<file path="src/bridge_pkg.sv">
package bridge_pkg;

  //////////////////////////////////////////////////////////////////////
  // host command set

  // opcode carried in the first header byte
  typedef enum logic [7:0] {
    nop      = 8'h00,
    boot     = 8'h01,
    spi_xfer = 8'h02
  } cmd_op_e;

  // write_len and read_len width
  localparam int LEN_W = 16;

  //////////////////////////////////////////////////////////////////////
  // command header layout

  // opcode, write_len lo/hi, read_len lo/hi
  localparam int HDR_BYTES = 5;

  // byte positions inside the header
  localparam logic [2:0] HDR_OPCODE  = 3'd0;
  localparam logic [2:0] HDR_WLEN_LO = 3'd1;
  localparam logic [2:0] HDR_WLEN_HI = 3'd2;
  localparam logic [2:0] HDR_RLEN_LO = 3'd3;
  localparam logic [2:0] HDR_RLEN_HI = 3'd4;

endpackage

</file>
<file path="src/spi_pkg.sv">
package spi_pkg;

  //////////////////////////////////////////////////////////////////////
  // flash side byte operations

  // one entry per byte moved on the bus, plus chip select release
  typedef enum logic [1:0] {
    shift_write = 2'd0,
    shift_read  = 2'd1,
    cs_release  = 2'd2
  } spi_op_e;

  // bits per SPI byte
  localparam int BYTE_W = 8;

endpackage

</file>
<file path="src/spi_cmd_if.sv">
`timescale 1ns/10ps

interface spi_cmd_if;

  // one strobe per byte operation
  logic                       cmd_valid;
  spi_pkg::spi_op_e           cmd_op;
  logic [spi_pkg::BYTE_W-1:0] cmd_byte;
  // marks the final read of a transfer
  logic                       cmd_last;
  // high from the cycle after cmd_valid until the operation ends
  logic                       busy;

  modport decode (
    output cmd_valid,
    output cmd_op,
    output cmd_byte,
    output cmd_last,
    input  busy
  );

  modport execute (
    input  cmd_valid,
    input  cmd_op,
    input  cmd_byte,
    input  cmd_last,
    output busy
  );

endinterface

</file>
<file path="src/boot_status.sv">
`timescale 1ns/10ps

module boot_status #(
  parameter int TICK_DIV       = 48000,
  parameter int PRESENCE_LIMIT = 48000000
) (
  input  logic clk,
  input  logic ns_rst,
  input  logic boot_req,
  input  logic sof_valid,
  output logic led,
  output logic boot
);

  localparam int TICK_W  = (TICK_DIV > 1) ? $clog2(TICK_DIV) : 1;
  localparam int TIMER_W = $clog2(PRESENCE_LIMIT + 2);

  logic [TICK_W-1:0]  tick_cnt;
  logic               tick;
  logic [7:0]         brightness;
  logic [7:0]         pwm_cnt;
  logic               count_down;
  logic [TIMER_W-1:0] presence_timer;
  logic               timeout;
  logic               boot_latch;

  //////////////////////////////////////////////////////////////////////
  // breathing led

  assign tick = (tick_cnt == TICK_W'(TICK_DIV - 1));
  assign led  = (brightness > pwm_cnt);

  always_ff @(posedge clk) begin
    if (ns_rst) begin
      tick_cnt   <= '0;
      pwm_cnt    <= '0;
      brightness <= '0;
      count_down <= 1'b0;
    end else begin
      pwm_cnt  <= pwm_cnt + 1'b1;
      tick_cnt <= tick ? '0 : tick_cnt + 1'b1;
      if (tick) begin
        // ramp 0 to 255 and back
        if (count_down) begin
          if (brightness == 8'd0) begin
            count_down <= 1'b0;
          end else begin
            brightness <= brightness - 1'b1;
          end
        end else begin
          if (brightness == 8'd255) begin
            count_down <= 1'b1;
          end else begin
            brightness <= brightness + 1'b1;
          end
        end
      end
    end
  end

  //////////////////////////////////////////////////////////////////////
  // host presence and boot

  assign boot = timeout | boot_latch;

  always_ff @(posedge clk) begin
    if (ns_rst) begin
      presence_timer <= '0;
      timeout        <= 1'b0;
      boot_latch     <= 1'b0;
    end else begin
      if (boot_req) begin
        boot_latch <= 1'b1;
      end
      if (sof_valid) begin
        presence_timer <= '0;
        timeout        <= 1'b0;
      end else if (presence_timer > TIMER_W'(PRESENCE_LIMIT)) begin
        timeout <= 1'b1;
      end else begin
        presence_timer <= presence_timer + 1'b1;
      end
    end
  end

endmodule

</file>
<file path="src/bridge_decode.sv">
`timescale 1ns/10ps

module bridge_decode (
  input  logic       clk,
  input  logic       ns_rst,
  input  logic       out_avail,
  output logic       out_get,
  input  logic [7:0] out_data,
  input  logic       full,
  output logic       boot_req,
  spi_cmd_if.decode  cmd
);

  localparam logic [2:0] HDR_LAST = 3'(bridge_pkg::HDR_BYTES - 1);

  typedef enum logic [2:0] {
    st_hdr_get,
    st_hdr_take,
    st_dispatch,
    st_pay_get,
    st_pay_take,
    st_pay_issue,
    st_read,
    st_release
  } state_e;

  state_e                        state;
  state_e                        state_nxt;
  logic [2:0]                    hdr_idx;
  bridge_pkg::cmd_op_e           op_q;
  logic [bridge_pkg::LEN_W-1:0]  write_cnt;
  logic [bridge_pkg::LEN_W-1:0]  read_cnt;
  logic [7:0]                    pay_byte;
  logic                          is_xfer;

  assign is_xfer = (op_q == bridge_pkg::spi_xfer);

  //////////////////////////////////////////////////////////////////////
  // header capture and counters

  always_ff @(posedge clk) begin
    if (ns_rst) begin
      state     <= st_hdr_get;
      hdr_idx   <= '0;
      op_q      <= bridge_pkg::nop;
      write_cnt <= '0;
      read_cnt  <= '0;
    end else begin
      state <= state_nxt;
      case (state)
        st_hdr_take: begin
          case (hdr_idx)
            bridge_pkg::HDR_OPCODE:  op_q <= bridge_pkg::cmd_op_e'(out_data);
            bridge_pkg::HDR_WLEN_LO: write_cnt[7:0] <= out_data;
            bridge_pkg::HDR_WLEN_HI: write_cnt[bridge_pkg::LEN_W-1:8] <= out_data;
            bridge_pkg::HDR_RLEN_LO: read_cnt[7:0] <= out_data;
            bridge_pkg::HDR_RLEN_HI: read_cnt[bridge_pkg::LEN_W-1:8] <= out_data;
            default: ;
          endcase
          if (hdr_idx == HDR_LAST) begin
            hdr_idx <= '0;
          end else begin
            hdr_idx <= hdr_idx + 1'b1;
          end
        end
        st_pay_take: write_cnt <= write_cnt - 1'b1;
        st_read: begin
          if (cmd.cmd_valid) begin
            read_cnt <= read_cnt - 1'b1;
          end
        end
        default: ;
      endcase
    end
  end

  // payload byte waits here until execute is idle
  always_ff @(posedge clk) begin
    if (state == st_pay_take) begin
      pay_byte <= out_data;
    end
  end

  //////////////////////////////////////////////////////////////////////
  // sequencing

  always_comb begin
    state_nxt     = state;
    out_get       = 1'b0;
    boot_req      = 1'b0;
    cmd.cmd_valid = 1'b0;
    cmd.cmd_op    = spi_pkg::shift_write;
    cmd.cmd_byte  = '0;
    cmd.cmd_last  = 1'b0;
    case (state)
      st_hdr_get: begin
        if (out_avail) begin
          out_get   = 1'b1;
          state_nxt = st_hdr_take;
        end
      end
      st_hdr_take: state_nxt = (hdr_idx == HDR_LAST) ? st_dispatch : st_hdr_get;
      st_dispatch: begin
        boot_req = (op_q == bridge_pkg::boot);
        // zero length transfer leaves CS alone
        if (is_xfer && write_cnt == '0) begin
          state_nxt = (read_cnt != '0) ? st_read : st_hdr_get;
        end else if (write_cnt != '0) begin
          state_nxt = st_pay_get;
        end else begin
          state_nxt = st_hdr_get;
        end
      end
      st_pay_get: begin
        if (out_avail) begin
          out_get   = 1'b1;
          state_nxt = st_pay_take;
        end
      end
      st_pay_take: begin
        // other opcodes just drain the payload
        if (is_xfer) begin
          state_nxt = st_pay_issue;
        end else if (write_cnt == bridge_pkg::LEN_W'(1)) begin
          state_nxt = st_hdr_get;
        end else begin
          state_nxt = st_pay_get;
        end
      end
      st_pay_issue: begin
        if (!cmd.busy) begin
          cmd.cmd_valid = 1'b1;
          cmd.cmd_byte  = pay_byte;
          if (write_cnt != '0) begin
            state_nxt = st_pay_get;
          end else if (read_cnt != '0) begin
            state_nxt = st_read;
          end else begin
            state_nxt = st_release;
          end
        end
      end
      st_read: begin
        // only with room in the return buffer
        if (!cmd.busy && !full) begin
          cmd.cmd_valid = 1'b1;
          cmd.cmd_op    = spi_pkg::shift_read;
          cmd.cmd_last  = (read_cnt == bridge_pkg::LEN_W'(1));
          if (read_cnt == bridge_pkg::LEN_W'(1)) begin
            state_nxt = st_release;
          end
        end
      end
      st_release: begin
        if (!cmd.busy) begin
          cmd.cmd_valid = 1'b1;
          cmd.cmd_op    = spi_pkg::cs_release;
          state_nxt     = st_hdr_get;
        end
      end
      default: state_nxt = st_hdr_get;
    endcase
  end

  // each fetch is get then sample
  a_get_spaced: assert property (@(posedge clk) disable iff (ns_rst) out_get |=> !out_get);

endmodule

</file>
<file path="src/bridge_result.sv">
`timescale 1ns/10ps

module bridge_result (
  input  logic       clk,
  input  logic       ns_rst,
  input  logic       rd_valid,
  input  logic [7:0] rd_byte,
  input  logic       rd_last,
  output logic       full,
  input  logic       in_free,
  output logic       in_put,
  output logic [7:0] in_data,
  output logic       in_done
);

  logic       hold_valid;
  logic [7:0] hold_data;
  logic       hold_last;

  // a byte arriving this cycle already counts as occupying the slot
  assign full    = hold_valid | rd_valid;
  assign in_put  = hold_valid & in_free;
  assign in_data = hold_data;

  always_ff @(posedge clk) begin
    if (ns_rst) begin
      hold_valid <= 1'b0;
      in_done    <= 1'b0;
    end else begin
      in_done <= in_put & hold_last;
      if (rd_valid) begin
        hold_valid <= 1'b1;
      end else if (in_put) begin
        hold_valid <= 1'b0;
      end
    end
  end

  always_ff @(posedge clk) begin
    if (rd_valid) begin
      hold_data <= rd_byte;
      hold_last <= rd_last;
    end
  end

  // decode waits on full before each read
  a_no_overrun: assert property (
    @(posedge clk) disable iff (ns_rst) rd_valid |-> !hold_valid);

endmodule

</file>
<file path="src/flash_bootloader.sv">
`timescale 1ns/10ps

module flash_bootloader #(
  parameter int SPI_DIV        = 2,
  parameter int TICK_DIV       = 48000,
  parameter int PRESENCE_LIMIT = 48000000
) (
  input  logic       clk,
  input  logic       ns_rst,
  // out endpoint, host to core
  input  logic       out_avail,
  output logic       out_get,
  input  logic [7:0] out_data,
  // in endpoint, core to host
  input  logic       in_free,
  output logic       in_put,
  output logic [7:0] in_data,
  output logic       in_done,
  input  logic       sof_valid,
  // flash
  output logic       spi_cs,
  output logic       spi_sck,
  output logic       spi_mosi,
  input  logic       spi_miso,
  output logic       led,
  output logic       boot
);

  logic       full;
  logic       rd_valid;
  logic [7:0] rd_byte;
  logic       rd_last;
  logic       boot_req;

  spi_cmd_if spi_cmd0 ();

  bridge_decode decode0 (
    .clk       (clk),
    .ns_rst    (ns_rst),
    .out_avail (out_avail),
    .out_get   (out_get),
    .out_data  (out_data),
    .full      (full),
    .boot_req  (boot_req),
    .cmd       (spi_cmd0.decode)
  );

  spi_execute #(
    .SPI_DIV (SPI_DIV)
  ) execute0 (
    .clk      (clk),
    .ns_rst   (ns_rst),
    .cmd      (spi_cmd0.execute),
    .rd_valid (rd_valid),
    .rd_byte  (rd_byte),
    .rd_last  (rd_last),
    .spi_cs   (spi_cs),
    .spi_sck  (spi_sck),
    .spi_mosi (spi_mosi),
    .spi_miso (spi_miso)
  );

  bridge_result result0 (
    .clk      (clk),
    .ns_rst   (ns_rst),
    .rd_valid (rd_valid),
    .rd_byte  (rd_byte),
    .rd_last  (rd_last),
    .full     (full),
    .in_free  (in_free),
    .in_put   (in_put),
    .in_data  (in_data),
    .in_done  (in_done)
  );

  boot_status #(
    .TICK_DIV       (TICK_DIV),
    .PRESENCE_LIMIT (PRESENCE_LIMIT)
  ) status0 (
    .clk       (clk),
    .ns_rst    (ns_rst),
    .boot_req  (boot_req),
    .sof_valid (sof_valid),
    .led       (led),
    .boot      (boot)
  );

endmodule

</file>
<file path="src/spi_execute.sv">
`timescale 1ns/10ps

module spi_execute #(
  parameter int SPI_DIV = 2
) (
  input  logic       clk,
  input  logic       ns_rst,
  spi_cmd_if.execute cmd,
  output logic       rd_valid,
  output logic [7:0] rd_byte,
  output logic       rd_last,
  output logic       spi_cs,
  output logic       spi_sck,
  output logic       spi_mosi,
  input  logic       spi_miso
);

  localparam int DIV_W = (SPI_DIV > 1) ? $clog2(SPI_DIV) : 1;
  localparam int BIT_W = $clog2(spi_pkg::BYTE_W);

  typedef enum logic [1:0] {
    ex_idle,
    ex_shift,
    ex_release
  } ex_state_e;

  ex_state_e                  state;
  logic [DIV_W-1:0]           div_cnt;
  logic [BIT_W-1:0]           bit_cnt;
  logic [spi_pkg::BYTE_W-1:0] shift_reg;
  spi_pkg::spi_op_e           op_q;
  logic                       last_q;
  logic                       half_done;

  assign half_done = (div_cnt == DIV_W'(SPI_DIV - 1));
  assign rd_byte   = shift_reg;
  assign rd_last   = last_q;

  //////////////////////////////////////////////////////////////////////
  // mode 0 bit timing, msb first

  always_ff @(posedge clk) begin
    if (ns_rst) begin
      state    <= ex_idle;
      cmd.busy <= 1'b0;
      rd_valid <= 1'b0;
      spi_cs   <= 1'b1;
      spi_sck  <= 1'b0;
      spi_mosi <= 1'b0;
      div_cnt  <= '0;
      bit_cnt  <= '0;
    end else begin
      rd_valid <= 1'b0;
      case (state)
        ex_idle: begin
          if (cmd.cmd_valid) begin
            cmd.busy <= 1'b1;
            div_cnt  <= '0;
            if (cmd.cmd_op == spi_pkg::cs_release) begin
              spi_cs <= 1'b1;
              state  <= ex_release;
            end else begin
              // first bit gets a full half period of setup
              spi_cs   <= 1'b0;
              bit_cnt  <= '0;
              spi_mosi <= (cmd.cmd_op == spi_pkg::shift_write) ?
                          cmd.cmd_byte[spi_pkg::BYTE_W-1] : 1'b0;
              state    <= ex_shift;
            end
          end
        end
        ex_shift: begin
          if (half_done) begin
            div_cnt <= '0;
            spi_sck <= ~spi_sck;
            if (spi_sck) begin
              // falling edge
              if (bit_cnt == BIT_W'(spi_pkg::BYTE_W - 1)) begin
                cmd.busy <= 1'b0;
                rd_valid <= (op_q == spi_pkg::shift_read);
                spi_mosi <= 1'b0;
                state    <= ex_idle;
              end else begin
                bit_cnt  <= bit_cnt + 1'b1;
                spi_mosi <= (op_q == spi_pkg::shift_write) ?
                            shift_reg[spi_pkg::BYTE_W-1] : 1'b0;
              end
            end
          end else begin
            div_cnt <= div_cnt + 1'b1;
          end
        end
        ex_release: begin
          cmd.busy <= 1'b0;
          state    <= ex_idle;
        end
        default: state <= ex_idle;
      endcase
    end
  end

  // shared shifter, tx bits leave the top as miso enters the bottom
  always_ff @(posedge clk) begin
    if (state == ex_idle && cmd.cmd_valid) begin
      op_q      <= cmd.cmd_op;
      last_q    <= cmd.cmd_last;
      shift_reg <= (cmd.cmd_op == spi_pkg::shift_write) ? cmd.cmd_byte : '0;
    end else if (state == ex_shift && half_done && !spi_sck) begin
      shift_reg <= {shift_reg[spi_pkg::BYTE_W-2:0], spi_miso};
    end
  end

  // decode must hold off until the previous byte is done
  a_no_cmd_busy: assert property (
    @(posedge clk) disable iff (ns_rst) cmd.cmd_valid |-> !cmd.busy);

endmodule

</file>
<file path="config.mk">
export PLATFORM = sky130hd
export DESIGN_NAME = flash_bootloader
export DESIGN_NICKNAME = d
export VERILOG_FILES = /design/src/bridge_pkg.sv /design/src/spi_pkg.sv /design/src/spi_cmd_if.sv /design/src/boot_status.sv /design/src/bridge_decode.sv /design/src/bridge_result.sv /design/src/flash_bootloader.sv /design/src/spi_execute.sv
export SDC_FILE = /design/constraint.sdc
export NUM_CORES = 1
export LEC_CHECK = 0
export ABC_AREA = 1
export BUFFER_PORTS_ARGS = -buffer_cell sky130_fd_sc_hd__buf_2
export CORE_UTILIZATION = 35
export CTS_BUF_LIST = sky130_fd_sc_hd__clkbuf_4
export CTS_CLUSTER_SIZE = 25
export DETAILED_ROUTE_END_ITERATION = 10
export HOLD_SLACK_MARGIN = 0.1
export SLEW_MARGIN = 5
export SYNTH_ARGS = -nofsm -noshare
export SYNTH_HDL_FRONTEND = slang
export SYNTH_SLANG_ARGS = --single-unit
</file>
<file path="constraint.sdc">
create_clock -name clk -period 1.8 [get_ports clk]
set_input_delay 0.09 -clock clk [delete_from_list [all_inputs] [get_ports clk]]
set_output_delay 0.09 -clock clk [all_outputs]
set_load 0.01 [all_outputs]
</file>
==> results of run 1 <==
-- final cells by class --
cell class                      instances  area [um2]
Tap cell                              313         392
Fill cell                            2331       13000
Sequential cell                       148        3300
Timing Repair Buffer                  119         888
Antenna cell                            1        2.50
Inverter                              157         589
Clock inverter                         15         176
Multi-Input combinational cell        850        4440
Clock buffer                           17         128
-- power by group through the flow --
stage | combinational, uW | clock [uW] | sequential, uW
after floorplan | 1080 | 0 | 3670
after global placement | 1530 | 0 | 3680
after detailed placement | 1540 | 0 | 3680
after CTS | 1590 | 2310 | 3600
after global routing | 1880 | 2440 | 3620
final | 1640 | 2200 | 3600
-- layer usage --
| layer | part of all wire | global-route usage | wire [um] |
|---|---|---|---|
| met5 | 0 | 0 | 0 |
| met4 | 0.014 | 0.0504 | 279 |
| met3 | 0.039 | 0.0297 | 788 |
| met2 | 0.47 | 0.288 | 9580 |
| met1 | 0.48 | 0.226 | 9720 |
-- cell families after synthesis --
| kind of cell | after synthesis | share of synthesized area |
|---|---|---|
| xor gates and xnor gates | 30 | 0.0317 |
| AOI/OAI and AO/OA | 195 | 0.125 |
| and+or+nand+nor | 589 | 0.305 |
| buffers and inverters | 190 | 0.0946 |
| adders and majority gates | 34 | 0.0523 |
| DFF | 148 | 0.392 |
-- worst register-to-register path, delay by kind of cell (launching register included) --
kind,cells,cell delay [ns]
AO/OA/AOI/OAI,2,0.25
buffers and inverters,2,0.17
flip-flops,1,0.41
AND/OR/NAND/NOR,3,0.73
-- state kept, by name, summed over array words and instances (netlist names), 16 cells and up --
name / count
decode0.write_cnt: 16
status0.tick_cnt: 16
status0.presence_timer: 26
decode0.read_cnt: 16
-- final timing paths --
check                                                          end                            from  cells after the start  slack (ns)
worst max-delay path                                           led   status0.pwm_cnt[7]$_SDFF_PP0_                      6       -0.10
worst max register to register  decode0.write_cnt[10]$_SDFFE_PP0P_   decode0.state[0]$_SDFFE_PP0P_                      7        0.12
worst min register to register      status0.tick_cnt[0]$_SDFF_PP0_  status0.tick_cnt[0]$_SDFF_PP0_                      1        0.46
worst min-delay path                 decode0.state[1]$_SDFFE_PP0P_                       out_avail                      6        0.17
-- synth_stat cells (10+ instances only) --
library cell    n
nand2_1       264
nor2_1        154
inv_1         148
dfxtp_1       120
a21oi_1       100
nand3_1        97
o21ai_0        63
nor3_1         35
ha_1           33
edfxtp_1       28
xor2_1         23
nand4_1        16
a31oi_1        12
clkbuf_1       11
buf_2          10
-- repair_timing --
action | in CTS | in global routing
endpoints found under the setup margin | 2 | 47
pin swaps | 13 | 11
hold buffers | 12 | 0
buffers inserted | 11 | 17
cloned | 0 | 2
resized for setup | 43 | 34
hold endpoints to repair | 86 | 0
-- per-stage QoR --
stage	setup WS, ns	power, uW
after floorplan	0.00738	4740
after global placement	0.107	5210
after detailed placement	0.0682	5220
after CTS	-0.163	7510
after global routing	-0.215	7940
final	-0.104	7440
==> results_dict.tcl, run 1 <==
set metrics [dict create \
    syn_area_um2 8280 \
    crit_path_end_kind "primary output" \
    layout_setup_ws_ns -0.104 \
    worst_path_max_delay_cell "dfxtp_2" \
    intPower_uw 4780 \
    drc 0 \
    avgRoutedWirePerCell_um 12.6 \
    rows 55 \
    clockBufferDepth 2 \
    root_buffer "clkbuf_4" \
    drive_gt1_frac 0.168 \
    fin_setup_tns_ns -0.104 \
    p_seq_frac 0.484 \
    synth_area_leaders "dfxtp_1 (29%), nand2_1 (12%), edfxtp_1 (10%)" \
    drtIter0Drc 472 \
    arrival_ns 1.81 \
    place_area_um2 9030 \
    fin_cells 1620 \
    ys_ff_latch 148 \
    numCtsBuffers 17 \
    fin_crit_sh 1.06 \
    setup_violations 1 \
    synth_top_area_cell "dfxtp_1" \
    slew_headroom 0.619 \
    power_leakage_uw 0.00420 \
    path_clk_slew_ns 0.16 \
    firstDrtPassIters 5 \
    crit_chain "inv_2, ha_4, nand2_4, o21bai_4, a31oi_2, buf_2" \
    worstSetupPathType "reg -> out" \
    violations "negative setup slack" \
    grt_pass1_wl_um 33800 \
    start_util 0.361 \
    grt_pass1_vias 7119 \
    synth-async-reset-ratio 0 \
    skew_ns 0.0306 \
    seq_area_frac_synth 0.392 \
    grt-ovfl-total 0 \
    final_cell_area_um2 9910 \
    hp-class "in -> reg" \
    track_usage 0.172 \
    ios 30 \
    htree_levels 4 \
    area_delta_synth_final_pct 19.8 \
    sw_frac_of_total 0.357 \
    dieArea_um2 24300 \
    pwr-share-comb 0.221 \
    final_common_cell "nand2_1" \
    place.gp.congestion 0.909 \
    fmax_mhz 525 \
    critPathMaxFanout 2 \
    cp.required_ns 1.71 \
    dp.cells 1545 \
    fin_util 0.433 \
    ant_nets 0 \
    switchingPower_uw 2660 \
    p_per_area_nw_per_um2 751 \
    tightestPinTransition_ns 0.568 \
    cts_tree "done" \
    vias 7823 \
    post_synth.cell_area_avg_um2 6.98 \
    clk_latency_ns 0.58 \
    slew_viol_final 0 \
    yosys_warnings 0 \
    antenna_found_initial 1 \
    maxCapViolations 0 \
    die_w_um 156 \
    slowest_delay_ns 0.36 \
    cts.sinks 148 \
    synth_edf_count 28 \
    numPortBuffers 29 \
    fin_nets 1341 \
    synth_cell_types 43 \
    grt_max_degree 40 \
    wl_um 20400 \
    layout_min_cycle_time_ns 1.90 \
    vias_per_cell 4.83 \
    dp_hpwl_um 14400 \
    ys.flop_type "dfxtp_1" \
    synth_top_area_frac 0.290 \
    die_h_um 156 \
    fin_hold_ws_ns 0.165 \
    start_kind "flop" \
    final_cell_mix "nand2_1 (260), nor2_1 (152), inv_1 (139), a21oi_1 (97), nand3_1 (95)" \
    hold_violations 0 \
    path_buf_inv 2 \
    clock_power_share 0.295 \
    syn_inst 1186 \
    crit_family "flip-flops" \
    status "complete, but fails checks" \
    synthesis.nets 1234 \
    core_area_um2 22900 \
    rsz0062_at_grt "yes" \
    max-vdd-ir-drop_mv 0.380 \
]
Power figures use the tool's default switching activity.
==> inputs of run 2 (changes only) <==
- ABC_AREA: 1 -> default
==> run 2 against run 1 <==
Net effect: the flow still finishes with violations (negative setup slack); final cell count decreased by 16%; non-clock buffer count increased by 96; die area decreased by 8.0%; clock skew about the same; global-route usage increased by 0.71 points; sequential power decreased by 5%; sequential share of layout area decreased by 2.2 points; routed wire length decreased by 0.27%; power decreased by 17%; combinational power decreased by 60%; critical path type unchanged.
==> results_dict.tcl, run 2 <==
set metrics [dict create \
    status "complete, but fails checks" \
    violations "negative setup slack" \
    crit_path_end_kind "primary output" \
    r2r_setup_slack_ns -0.19 \
    synthesis.nets 920 \
    layout_min_cycle_time_ns 2.27 \
    arrival_ns 2.18 \
    synth_area_leaders "dfxtp_1 (32%), edfxtp_1 (11%), nor2_1 (5.6%)" \
    post_synth.cell_area_avg_um2 8.72 \
    root_buffer "clkbuf_4" \
    max-vdd-ir-drop_mv 0.380 \
    rr_startpoint "status0.brightness[1]$_SDFFE_PP0P_" \
    wl_um 20300 \
    regMostFlops "status0.presence_timer" \
    hold_violations 0 \
    numPortBuffers 29 \
    synth_simple_gate_area_frac 0.253 \
    slew_headroom 0.703 \
    fin_nets 1116 \
    fin_crit_sh 1.26 \
    fillerInstances 1870 \
    drc 0 \
    core_area_um2 21200 \
    ys_ff_latch 148 \
    skew_ns 0.0309 \
    hp-class "in -> reg" \
    layout_setup_ws_ns -0.473 \
    seq_area_frac_synth 0.427 \
    start_kind "flop" \
    tightestPinTransition_ns 0.442 \
    slew_viol_final 0 \
    ant_nets 0 \
    worstSetupPathType "reg -> out" \
    grt_pass1_wl_um 32000 \
    synth_xor_area_frac 0.0507 \
    r2r-end "status0.brightness[7]$_SDFFE_PP0P_" \
    htree_levels 4 \
    rows 53 \
    synth_top_area_frac 0.316 \
    power_leakage_uw 0.00417 \
    final_cell_mix "buf_4 (140), nor2_1 (108), dfxtp_1 (88), nand2_1 (68), a21oi_1 (41)" \
    avgRoutedWirePerCell_um 15.0 \
    muxShareOfSynthArea 0.0150 \
    synth_edf_count 28 \
    cts_tree "done" \
    synth_cell_types 68 \
    synth_top_family_by_area "simple AND/OR/NAND/NOR gates" \
    synth-async-reset-ratio 0 \
    reg2reg_depth 10 \
    ys.flop_type "dfxtp_1" \
    synth.most_common_cell "dfxtp_1" \
    final_cell_area_um2 10600 \
    antenna_found_initial 1 \
    maxCapViolations 0 \
    clock_power_share 0.340 \
    die_h_um 149 \
    track_usage 0.179 \
    final_common_cell "buf_4" \
    rsz0062_at_grt "yes" \
    cts.sinks 148 \
    multi_input_area_um2 4820 \
    die_w_um 149 \
    start_util 0.359 \
    path_clk_slew_ns 0.13 \
    whs_endpoint "execute0.rd_byte[0]$_DFFE_PP_" \
    drtIter0Drc 347 \
    place.gp.congestion 0.874 \
    setup_violations 49 \
    numCtsBuffers 17 \
    ios 30 \
    synthAdderAreaFrac 0.0569 \
    use_met2 0.283 \
    grt_pass1_vias 6584 \
    synth_commonest_cells "dfxtp_1 (120), nor2_1 (113), nand2_1 (73)" \
    power_uw 6200 \
    yosys_warnings 0 \
    switchingPower_uw 1630 \
    firstDrtPassIters 5 \
    clk_latency_ns 0.57 \
    fin_util 0.501 \
    grtUsageMet3 0.0422 \
    regArea_um2 3290 \
    largest_reg_flops 26 \
    drive_gt1_frac 0.369 \
    hold_start "spi_miso" \
    clockBufferDepth 2 \
    place_area_um2 9090 \
    syn_inst 872 \
    p_seq_frac 0.554 \
    dp_hpwl_um 13400 \
    vias_per_cell 5.27 \
    busiest_layer "met2" \
    dieArea_um2 22300 \
    pwr-share-comb 0.107 \
    vias 7151 \
    critPathMaxFanout 2 \
    synth_top_area_cell "dfxtp_1" \
    cp.required_ns 1.71 \
    globalRouteMet1Util 0.241 \
    syn_area_um2 7600 \
    grt_max_degree 31 \
    fmax_mhz 440 \
    area_delta_synth_final_pct 39.5 \
    synth_compound_area_frac 0.160 \
    hold-path-cell-count 3 \
    p_per_area_nw_per_um2 585 \
    sw_frac_of_total 0.263 \
    grt-ovfl-total 0 \
    intPower_uw 4570 \
]
run 2: worst max-delay path, cell delays in order, from the launching register on:
cell	delay [ns]
dfxtp_2	0.34
buf_4	0.13
ha_4	0.21
nor2b_4	0.12
o21a_1	0.17
o21a_1	0.16
o21a_1	0.16
o21ai_1	0.11
a21oi_1	0.08
buf_2	0.14
run 2: power groups by stage:
stage / clock network [uW] / registers [uW] / logic, uW
floorplan: 0 / 3510 / 305
CTS: 2160 / 3440 / 606
global route: 2320 / 3440 / 720
detailed placement: 0 / 3510 / 524
finish: 2110 / 3430 / 661
global placement: 0 / 3510 / 521
run 2: per-layer routing:
layer,up-vias,routed length [um],share of wire
li1,3564,-,-
met4,0,314,0.015
met3,28,818,0.040
met1,3423,9620,0.47
met5,-,0,0
met2,136,9550,0.47
run 2: area by class of cell:
class | instances | share of cell area
Tap cell | 275 | 0.0324
Clock inverter | 13 | 0.0124
Antenna cell | 1 | 0.000236
Timing Repair Buffer | 215 | 0.165
Sequential cell | 148 | 0.311
Clock buffer | 19 | 0.0135
Multi-Input combinational cell | 653 | 0.454
Inverter | 33 | 0.0119
run 2: timing repair:
| item | in CTS | in global routing |
|---|---|---|
| buffers inserted | 13 | 22 |
| hold buffers | 13 | 0 |
| pin swaps | 45 | 68 |
| gates resized for setup | 74 | 138 |
| cloned | 2 | 2 |
| endpoints found under the hold margin | 69 | 0 |
| setup endpoints to repair | 70 | 84 |
run 2: logic make-up (layout without fill, tap and decap cells):
family / after synthesis / after routing
buf+inv: 73 / 280
compound gates: 189 / 191
other cells: 0 / 1
flops: 148 / 148
xor+xnor: 44 / 44
fa+ha+maj: 34 / 34
mux: 11 / 11
simple gates: 373 / 373
run 2: how the worst max path moves through the flow:
stage	slack, ns	to	from
4_1_cts	-0.54	led	status0.brightness[1]$_SDFFE_PP0P_
5_1_grt	-0.67	led	status0.brightness[0]$_SDFFE_PP0P_
2_1_floorplan	-0.14	decode0.write_cnt[12]$_SDFFE_PP0P_	decode0.state[2]$_SDFFE_PP0P_
3_3_place_gp	-0.12	decode0.read_cnt[8]$_SDFFE_PP0P_	decode0.state[1]$_SDFFE_PP0P_
6_report	-0.47	led	status0.brightness[1]$_SDFFE_PP0P_
3_5_place_dp	-0.13	decode0.write_cnt[14]$_SDFFE_PP0P_	decode0.write_cnt[6]$_SDFFE_PP0P_
run 2: stage by stage:
stage / cells / setup slack (ns) / hold WS (ns) / TNS [ns]
after floorplan: 872 / -0.137 / 0.189 / -0.196
after global placement: 1275 / -0.122 / 0.395 / -2.92
after detailed placement: 1275 / -0.133 / 0.394 / -3.70
after CTS: 1335 / -0.544 / 0.313 / -2.04
after global routing: 1357 / -0.671 / 0.298 / -7.51
final: 1357 / -0.473 / 0.357 / -2.83
==> inputs of run 3 (changes only) <==
- RECOVER_POWER: default -> 100
==> run 3 against run 2 <==
Net effect: the flow still finishes with violations (negative setup slack); worst setup slack improved by 0.0011 ns; core utilization decreased by 0.49 points; register-to-register slack lost 0.02 ns; non-clock buffer count unchanged; final cell count unchanged; clock skew down 0.0036 ns; maximum frequency about the same; first-iteration DRC count is 7.8% higher; sequential power barely moved; clock power hardly changed; hold slack gained 0.0012 ns; combinational power is 2% lower.
==> results_dict.tcl, run 3 (synthesis results as in run 2) <==
set metrics [dict create \
    p_per_area_nw_per_um2 589 \
    reg2reg_depth 7 \
    fin_hold_ws_ns 0.358 \
    drc 0 \
    firstDrtPassIters 5 \
    ios 30 \
    vias 7113 \
    cts.sinks 148 \
    cts_tree "done" \
    place.gp.congestion 0.874 \
    dp.cells 1275 \
    drive_gt1_frac 0.336 \
    final_common_cell "buf_4" \
    die_h_um 149 \
    hp-class "in -> reg" \
    clockBufferDepth 2 \
    clk_latency_ns 0.56 \
    tightestPinTransition_ns 0.890 \
    start_util 0.359 \
    ant_nets 0 \
    skew_ns 0.0273 \
    layout_setup_ws_ns -0.472 \
    grt_max_degree 31 \
    path_clk_slew_ns 0.13 \
    largest_reg_flops 26 \
    vias_per_cell 5.24 \
    numPortBuffers 29 \
    grt_pass1_vias 6584 \
    rr_startpoint "decode0.state[2]$_SDFFE_PP0P_" \
    regMostFlops "status0.presence_timer" \
    grt_pass1_wl_um 32000 \
    final_cell_area_um2 10500 \
    dp_hpwl_um 13400 \
    grt-ovfl-total 0 \
    status "complete, but fails checks" \
    numCtsBuffers 17 \
    power_leakage_uw 0.00406 \
    core_area_um2 21200 \
    critPathMaxFanout 2 \
    fin_cells 1357 \
    cp.required_ns 1.71 \
    startpoint "status0.brightness[1]$_SDFFE_PP0P_" \
    crit_path_end_kind "primary output" \
    fillerInstances 1902 \
    fin_crit_sh 1.26 \
    regArea_um2 3290 \
    multi_input_area_um2 4800 \
    drtIter0Drc 374 \
    fmax_mhz 440 \
    final_cell_mix "buf_4 (131), nor2_1 (108), dfxtp_1 (91), nand2_1 (68), a21oi_1 (41)" \
    antenna_found_initial 1 \
    die_w_um 149 \
    slew_headroom 0.407 \
    r2r_setup_slack_ns -0.21 \
    fin_setup_tns_ns -8.88 \
    layout_min_cycle_time_ns 2.27 \
    slew_viol_final 0 \
    root_buffer "clkbuf_4" \
    place_area_um2 9090 \
    hold_violations 0 \
    cp-endpoint "led" \
    rows 53 \
    setup_violations 83 \
    area_delta_synth_final_pct 38.1 \
    violations "negative setup slack" \
    worstSetupPathType "reg -> out" \
    fin_nets 1116 \
    start_kind "flop" \
    max-vdd-ir-drop_mv 0.377 \
    rsz0062_at_grt "yes" \
    arrival_ns 2.18 \
    dieArea_um2 22300 \
    htree_levels 4 \
    r2r-end "decode0.read_cnt[15]$_SDFFE_PP0P_" \
    maxCapViolations 0 \
    track_usage 0.179 \
    avgRoutedWirePerCell_um 15.0 \
    dp_worst_setup_slack_ns -0.133 \
    wl_um 20400 \
]
[run 3: per-layer routing]
metal / part of all wire / vias to the layer above / track usage
met2: 0.46 / 163 / 0.283
met5: 0 / - / 0
met3: 0.045 / 34 / 0.0422
li1: - / 3563 / -
met1: 0.47 / 3353 / 0.241
met4: 0.017 / 0 / 0.0556
[run 3: worst min-delay path by stage]
stage	startpoint	to	slack, ns	cells past startpoint
after global placement	spi_miso	execute0.rd_byte[0]$_DFFE_PP_	0.39	2
after floorplan	out_data[0]	decode0.pay_byte[0]$_DFFE_PP_	0.19	0
after detailed placement	spi_miso	execute0.rd_byte[0]$_DFFE_PP_	0.39	2
after global routing	spi_miso	execute0.rd_byte[0]$_DFFE_PP_	0.30	3
final	spi_miso	execute0.rd_byte[0]$_DFFE_PP_	0.36	3
after CTS	spi_miso	execute0.rd_byte[0]$_DFFE_PP_	0.31	3
[run 3: critical path: stages (launching register included)]
cell and delay, ns:
dfxtp_2 0.34, buf_4 0.13, ha_4 0.21, nor2b_4 0.12, o21a_1 0.17, o21a_1 0.16
o21a_1 0.16, o21ai_1 0.11, a21oi_1 0.08, buf_2 0.14
[run 3: through the flow]
| step | power, uW | utilization |
|---|---|---|
| 2_1_floorplan | 3810 | - |
| 3_3_place_gp | 4030 | 0.430 |
| 3_5_place_dp | 4030 | 0.430 |
| 4_1_cts | 6210 | 0.469 |
| 5_1_grt | 6470 | 0.496 |
| 6_report | 6180 | 0.496 |
[run 3: area by class of cell]
cell class / count / share of cell area
well taps: 275 / 0.0328
flip-flops and latches: 148 / 0.313
diodes: 1 / 0.000238
multi-input cells: 653 / 0.457
repair buffers: 215 / 0.159
clock buffers: 19 / 0.0136
clock inverters: 13 / 0.0125
inverters: 33 / 0.0120
[run 3: power by group]
group | leakage, uW | switching, uW | internal [uW]
Sequential | 0.00125 | 33.2 | 3400
Combinational | 0.00266 | 348 | 299
Clock | 0.000156 | 1250 | 853
[run 3: timing repair]
action / 4_1_cts / 5_1_grt
pin swaps: 45 / 68
endpoints found under the hold margin: 69 / 0
setup buffers: 13 / 22
hold buffers: 13 / 0
cloned: 2 / 2
gates resized for setup: 74 / 138
setup endpoints to repair: 70 / 84
